[src/mat_mul_pkg.sv]
package mat_mul_pkg;

    // largest row or column count of an operand
    localparam int MAX_DIM = 5;

    // element slots per matrix
    localparam int GRID_SIZE = MAX_DIM * MAX_DIM;

    // row or column count, legal range 1 to MAX_DIM
    typedef logic [2:0] dim_t;

    // slot index 0 to GRID_SIZE-1
    typedef logic [4:0] index_t;

    // matrix shape, rows in the upper bits
    typedef struct packed {
        dim_t rows;
        dim_t cols;
    } mat_shape_t;

endpackage

[src/mat_mul_ctrl.sv]
`timescale 1ns/1ps

module mat_mul_ctrl (
    input  logic                    clk,
    input  logic                    reset_n,
    input  logic                    en,
    input  mat_mul_pkg::mat_shape_t shape_a,
    input  mat_mul_pkg::mat_shape_t shape_b,
    input  logic                    done,
    output logic                    load,
    output logic                    start,
    output logic                    out_load,
    output logic                    clear,
    output mat_mul_pkg::mat_shape_t out_shape,
    output logic                    busy,
    output logic                    is_valid
);

    typedef enum logic [2:0] {
        st_idle,
        st_check,
        st_compute,
        st_output,
        st_finished,
        st_error
    } state_t;

    state_t                  state;
    mat_mul_pkg::mat_shape_t shape_a_q;
    mat_mul_pkg::mat_shape_t shape_b_q;
    logic                    dims_ok;

    function automatic logic dim_in_range(input mat_mul_pkg::dim_t d);
        return (d != '0) && (int'(d) <= mat_mul_pkg::MAX_DIM);
    endfunction

    // inner dimensions agree and every count is 1 to 5
    assign dims_ok = (shape_a_q.cols == shape_b_q.rows) &&
                     dim_in_range(shape_a_q.rows) && dim_in_range(shape_a_q.cols) &&
                     dim_in_range(shape_b_q.rows) && dim_in_range(shape_b_q.cols);

    assign load      = (state == st_idle) && en;
    assign start     = (state == st_check) && dims_ok;
    assign out_load  = (state == st_output);
    assign clear     = ((state == st_finished) || (state == st_error)) && !en;

    // product is rows of A by cols of B
    assign out_shape = '{rows: shape_a_q.rows, cols: shape_b_q.cols};

    always_ff @(posedge clk or negedge reset_n) begin
        if (!reset_n) begin
            state     <= st_idle;
            shape_a_q <= '0;
            shape_b_q <= '0;
            busy      <= 1'b0;
            is_valid  <= 1'b1;
        end else begin
            case (state)
                st_idle: begin
                    if (en) begin
                        shape_a_q <= shape_a;
                        shape_b_q <= shape_b;
                        busy      <= 1'b1;
                        state     <= st_check;
                    end
                end
                st_check: begin
                    if (dims_ok) begin
                        state <= st_compute;
                    end else begin
                        busy     <= 1'b0;
                        is_valid <= 1'b0;
                        state    <= st_error;
                    end
                end
                st_compute: begin
                    // en is ignored until the job ends
                    if (done) begin
                        state <= st_output;
                    end
                end
                st_output: begin
                    busy  <= 1'b0;
                    state <= st_finished;
                end
                st_finished, st_error: begin
                    if (!en) begin
                        is_valid <= 1'b1;
                        state    <= st_idle;
                    end
                end
                default: begin
                    state <= st_idle;
                end
            endcase
        end
    end

endmodule

[config.mk]
export PLATFORM = sky130hd
export DESIGN_NAME = mat_mul_ctrl
export DESIGN_NICKNAME = d
export VERILOG_FILES = /design/src/mat_mul_pkg.sv /design/src/mat_mul_ctrl.sv
export SDC_FILE = /design/constraint.sdc
export NUM_CORES = 1
export LEC_CHECK = 0
export ABC_AREA = 0
export BUFFER_PORTS_ARGS = -buffer_cell sky130_fd_sc_hd__buf_2
export CORE_UTILIZATION = 46
export DETAILED_ROUTE_END_ITERATION = 6
export HOLD_SLACK_MARGIN = 0.02
export PLACE_DENSITY = 0.85
export SYNTH_ARGS = -nofsm -noshare
export SYNTH_HDL_FRONTEND = slang
export SYNTH_SLANG_ARGS = --single-unit
[constraint.sdc]
create_clock -name clk -period 2.5 [get_ports clk]
set_input_delay 0.625 -clock clk [delete_from_list [all_inputs] [get_ports clk]]
set_output_delay 0.625 -clock clk [all_outputs]
set_load 0.01 [all_outputs]
==> results.ini, run 1 <==
[finish]
layout.nets=112
final_layout_size_suffix_gt1_share_pct=50.5
syn_to_final_growth_pct=16.8
multi_input_area_um2=359
seq_area_um2=427
antenna_cells=0
final_util_pct=57.3
final_cells=120
n_fill_cell=171

[drt]
drt_pass1_iterations=4
drc_errors=0
post_drt_via_cell_ratio=5.08
ant_nets=0
drt-initial-drc-count=6
vias=609
drt-total-wl_um=1380
post_drt_wl_per_cell_um=11.5

[die]
chipWidth_um=44.9
design.core.area_um2=1730
die_area_um2=2020
die_h_um=44.9
start_util_pct=49.1
num_io_pins=28
rows=15

[grt]
grt_pass1_wl_um=2270
grt.overflow.total=0
use_met2_pct=25.6
antenna_found_initial=0
grt_max_degree=18
grt_pass1_vias=564
met1_usage_pct=20.4
busiest_layer=met2
track_usage_pct=16.1
met3_usage_pct=2.40

[logic_synthesis]
yosysUniqueCellTypes=30
syn_inst=72
syn_area_um2=847
synth_nets=88
synth_top_area_share_pct=47.3
synthTopCellsByArea=dfrtp_1, mux2_2, buf_4, dfstp_2, nor2_1
yosysSeqAreaShare_pct=50.4
ys_seq_elements=17
synth_area_leader_cell=dfrtp_1
yosys_warnings=0
syn_area_per_cell_um2=11.8

[sta]
fin_tns_setup_ns=0
setup_viol=0
worst_slew_pin_slew_ns=0.362
slew_violations=0
fmax_mhz=431
finalClockSkew_ns=0.00102
finalCriticalPeriod_ns=2.32
max_slew_margin_pct=75.9
hold_viol=0
holdWs_ns=0.238
rsz0062_at_grt=false
min_period_over_period_pct=92.9
fin_ws_ns=0.178

[cts]
clkLatencyLatePin_ns=0.28
cts_sinks=17
cts.clk_slew.worst_paths_ns=0.09
post_cts_buffers=0
clock_path_buffers=2
cts_hold_buffers=0
ctsResizeCount=0
root_buffer=clkbuf_4
cts_tree=done
numCtsBuffers=3
h-tree-depth=1

[critical_path]
worstSetupPathType=flop to primary output
critPathSlowestCell=dfrtp_1
crit_path_start_kind=flop
arrival_ns=1.70
cp_data_required_time_ns=1.88
path_max_fanout=6
cp_cell_sequence=or3b_1 > a211oi_2 > o21ai_2 > nor2_1 > buf_2
regToRegSetupSlack_ns=0.92
end_kind=primary output
critical_path.max_stage_delay_ns=0.41

[place]
place_ws_ns=0.471
port_buffers=27
place_hpwl_um=1060
place_congestion=0.744
place_inst=116

[power]
ir_drop_mv=0.631
power_density_nw_per_um2=1210
p_leak_nw=0.454

[flow_run]
max_cap_viol_count=0

[status]
status=complete, no violations

[hold_path]
worstHoldPathType=input pin to asynchronous set/reset pin

[routing by layer]
metal | up-vias | wire length [µm]
li1 | 298 | -
met1 | 293 | 627
met2 | 14 | 669
met3 | 4 | 48
met4 | 0 | 33
met5 | - | 0
[kinds of logic after synthesis]
family	count (synthesis)	share of synthesized area (%)
flip-flops	17	50.4
buffers and inverters	10	7.24
AND/OR/NAND/NOR	19	13.1
XOR/XNOR	1	1.03
multiplexers	13	17.1
AO/OA/AOI/OAI	12	11.1
[per-stage QoR]
step | total power, mW | area [µm²]
floorplan | 0.977 | 847
global placement | 1.05 | 963
detailed placement | 1.07 | 963
CTS | 1.21 | 990
global route | 1.30 | 990
finish | 1.20 | 990
[final cells by class]
cell class              count  share of cell area [%]
repair buffers             28                    14.4
inverters                   1                   0.379
well taps                  25                    3.16
clock buffers               4                    2.65
flip-flops and latches     17                    43.1
multi-input cells          45                    36.3
[critical path, delay by kind of cell, from the launching register on]
kind / cells / cell delay (ns)
AOI/OAI and AO/OA: 2 / 0.38
buffers and inverters: 1 / 0.13
DFF: 1 / 0.41
and+or+nand+nor: 2 / 0.50
[placed cells by master, fill, tap and decap left out, types with 2 or more instances in the layout]
cell and instances:
nor2_1 5, buf_2 27, dfrtp_1 16, o21ai_0 2, mux2_2 12, nor3_1 3, clkbuf_4 3, nand2b_1 2
nand2_1 3
[synth_stat cells]
cell      instances
a22o_1            1
a31oi_1           1
nand2_1           3
mux2_2           12
nor2_1            5
a22oi_1           1
a31o_1            1
o21ai_2           1
and3b_1           1
o32a_1            1
nor3b_1           1
nand2b_1          2
nor3_1            3
and2_1            1
xor2_1            1
buf_4             6
nor3_2            1
mux2i_1           1
o22ai_1           1
inv_1             1
dfstp_2           1
or3b_1            1
nor4_2            1
o21a_1            1
clkbuf_1          2
buf_2             1
a211oi_2          1
dfrtp_1          16
o21ai_0           2
o21bai_1          1
[sequential cells by signal, summed over array words and instances, names as in the netlist]
| name | count |
|---|---|
| out_shape | 6 |
| shape_a_q | 3 |
| shape_b_q | 3 |
| state | 3 |
| busy | 1 |
| is_valid | 1 |
[report_power, final]
| part | internal, mW | switching, mW |
|---|---|---|
| logic | 0.280 | 0.226 |
| registers | 0.418 | 0.130 |
| clock network | 0.0620 | 0.0790 |
[worst paths after layout]
kind,to,from,cells after the start
setup / recovery,start,shape_a_q[2],5
hold reg to reg,is_valid,is_valid,2
max in group asynchronous,is_valid,reset_n,1
setup reg to reg,state[2],shape_a_q[2],4
hold / removal,out_shape[0],reset_n,1
min in group clk,is_valid,is_valid,2
No activity file was read; power rests on OpenSTA's default activity.
==> inputs of run 2 (changes only) <==
--- a/config.mk
+++ b/config.mk
@@ -7,10 +7,13 @@
 export LEC_CHECK = 0
 export ABC_AREA = 0
 export BUFFER_PORTS_ARGS = -buffer_cell sky130_fd_sc_hd__buf_2
-export CORE_UTILIZATION = 46
+export CELL_PAD_IN_SITES_DETAIL_PLACEMENT = 0
+export CELL_PAD_IN_SITES_GLOBAL_PLACEMENT = 1
+export CORE_MARGIN = 3
+export CORE_UTILIZATION = 40
 export DETAILED_ROUTE_END_ITERATION = 6
 export HOLD_SLACK_MARGIN = 0.02
-export PLACE_DENSITY = 0.85
+export PLACE_DENSITY = 0.93
 export SYNTH_ARGS = -nofsm -noshare
 export SYNTH_HDL_FRONTEND = slang
 export SYNTH_SLANG_ARGS = --single-unit
==> run 2 against run 1 <==
Effect of this change: wire length increased by 12%; power increased by 0.63%; count of clock-buffer cells in the layout unchanged; global-route usage decreased by 2.9 points; design area increased by 0.25%; clock power about the same; critical path type unchanged; critical endpoint unchanged.
==> results.ini, run 2 (same netlist as run 1, synthesis figures left out) <==
[place]
port_buffers=27  ; unchanged
place_congestion=0.752  ; +1.1%
place_hpwl_um=1220  ; +15%
place_ws_ns=0.476  ; +0.00525 ns

[cts]
clkLatencyLatePin_ns=0.28  ; about the same
post_cts_buffers=0  ; unchanged
clock_path_buffers=2  ; unchanged
h-tree-depth=1  ; unchanged
numCtsBuffers=3  ; unchanged
root_buffer=clkbuf_4
cts_tree=done
cts.clk_slew.worst_paths_ns=0.09  ; about the same
ctsResizeCount=0  ; unchanged
cts_hold_buffers=0  ; unchanged
cts_sinks=17  ; unchanged

[grt]
grt_max_degree=18  ; unchanged
grt_pass1_vias=621  ; +10%
antenna_found_initial=0  ; unchanged
track_usage_pct=13.3  ; -2.9 points
grt_pass1_wl_um=2640  ; +16%
grt.overflow.total=0  ; unchanged

[sta]
rsz0062_at_grt=false
finalCriticalPeriod_ns=2.34  ; +0.0227 ns
worst_slew_pin_slew_ns=0.381  ; +0.0188 ns
setup_viol=0  ; unchanged
fin_ws_ns=0.156  ; -0.0227 ns
hold_viol=0  ; unchanged
max_slew_margin_pct=74.6  ; -1.3 points
fmax_mhz=427  ; -0.97%
min_period_over_period_pct=93.8  ; +0.91 points
fin_tns_setup_ns=0  ; unchanged
slew_violations=0  ; unchanged
holdWs_ns=0.249  ; +0.0108 ns
finalClockSkew_ns=0.00684  ; +0.00583 ns

[drt]
post_drt_wl_per_cell_um=12.7  ; +10%
vias=597  ; -2.0%
drt-total-wl_um=1550  ; +12%
drt_pass1_iterations=3  ; -1
drt-initial-drc-count=10  ; +4
ant_nets=0  ; unchanged
post_drt_via_cell_ratio=4.89  ; -3.6%
drc_errors=0  ; unchanged

[critical_path]
cp_data_required_time_ns=1.88  ; about the same
regToRegSetupSlack_ns=0.90  ; -0.02 ns
critPathSlowestCell=dfrtp_1
crit_path_start_kind=flop
reg2reg_from=shape_a_q[2]
critPathLaunch=shape_a_q[2]
cp_num_buf_inv=1  ; unchanged
timing.rr.end=state[2]
worst_path_dominant_cell_family=simple AND/OR/NAND/NOR gates
path_max_fanout=6  ; unchanged
end_kind=primary output
arrival_ns=1.72  ; +0.02 ns
ff2ff_path_depth=4  ; unchanged
worstSetupPathType=flop to primary output
cp_cell_sequence=or3b_1 > a211oi_2 > o21ai_2 > nor2_1 > buf_2
critical_path.max_stage_delay_ns=0.41  ; about the same

[die]
die_h_um=52.0  ; +16%
design.core.area_um2=1980  ; +15%
die_area_um2=2710  ; +34%
num_io_pins=28  ; unchanged
rows=16  ; +1
chipWidth_um=52.0  ; +16%
start_util_pct=42.7  ; -6.3 points

[finish]
multi_input_area_um2=359  ; unchanged
layout.nets=112  ; unchanged
final_common_cell=buf_2
n_fill_cell=177  ; +3.5%
antenna_cells=0  ; unchanged
final_layout_size_suffix_gt1_share_pct=50.5  ; unchanged
seq_area_um2=427  ; unchanged
largest_reg_flops=6  ; unchanged
final_util_pct=50.1  ; -7.3 points
syn_to_final_growth_pct=17.1
layout_common_cells=buf_2, dfrtp_1, mux2_2

[power]
power_density_nw_per_um2=1210  ; +0.38%
power.total_mw=1.20  ; +0.63%
ir_drop_mv=0.546  ; -13%
p_leak_nw=0.454  ; unchanged

[status]
status=complete, no violations

[flow_run]
max_cap_viol_count=0  ; unchanged

[hold_path]
worstHoldPathType=input pin to asynchronous set/reset pin

-- run 2: power by group --
group	switching, mW	leakage (nW)	internal, mW
sequential	0.137	0.201	0.417
clock	0.0777	0.0150	0.0618
combinational	0.229	0.238	0.280
-- run 2: stage by stage --
stage          area (µm²)  cells
2_1_floorplan         847     72
3_3_place_gp          966    118
3_5_place_dp          966    118
4_1_cts               992    122
5_1_grt               992    122
6_report              992    122
-- run 2: routing by layer --
metal  global-route usage (%)  wire, µm
met1                     14.8       668
met2                     23.4       792
met3                     1.72        45
met4                     8.30        40
met5                        0         0
-- run 2: worst reg2reg max path, stage by stage, from the launching register on --
cell and delay (ns):
dfrtp_1 0.41, or3b_1 0.40, a211oi_2 0.24, o21ai_2 0.13, o32a_1 0.31
-- run 2: final cells by class --
cell class,instances,area share (%)
Timing Repair Buffer,28,14.4
Tap cell,27,3.40
Inverter,1,0.378
Sequential cell,17,43.0
Clock buffer,4,2.65
Multi-Input combinational cell,45,36.2
-- run 2: how the worst max path moves through the flow --
stage	end	slack, ns	cells past startpoint
2_1_floorplan	start	0.58	4
3_3_place_gp	start	0.50	5
3_5_place_dp	start	0.48	5
4_1_cts	start	0.15	5
5_1_grt	start	0.04	5
6_report	start	0.16	5
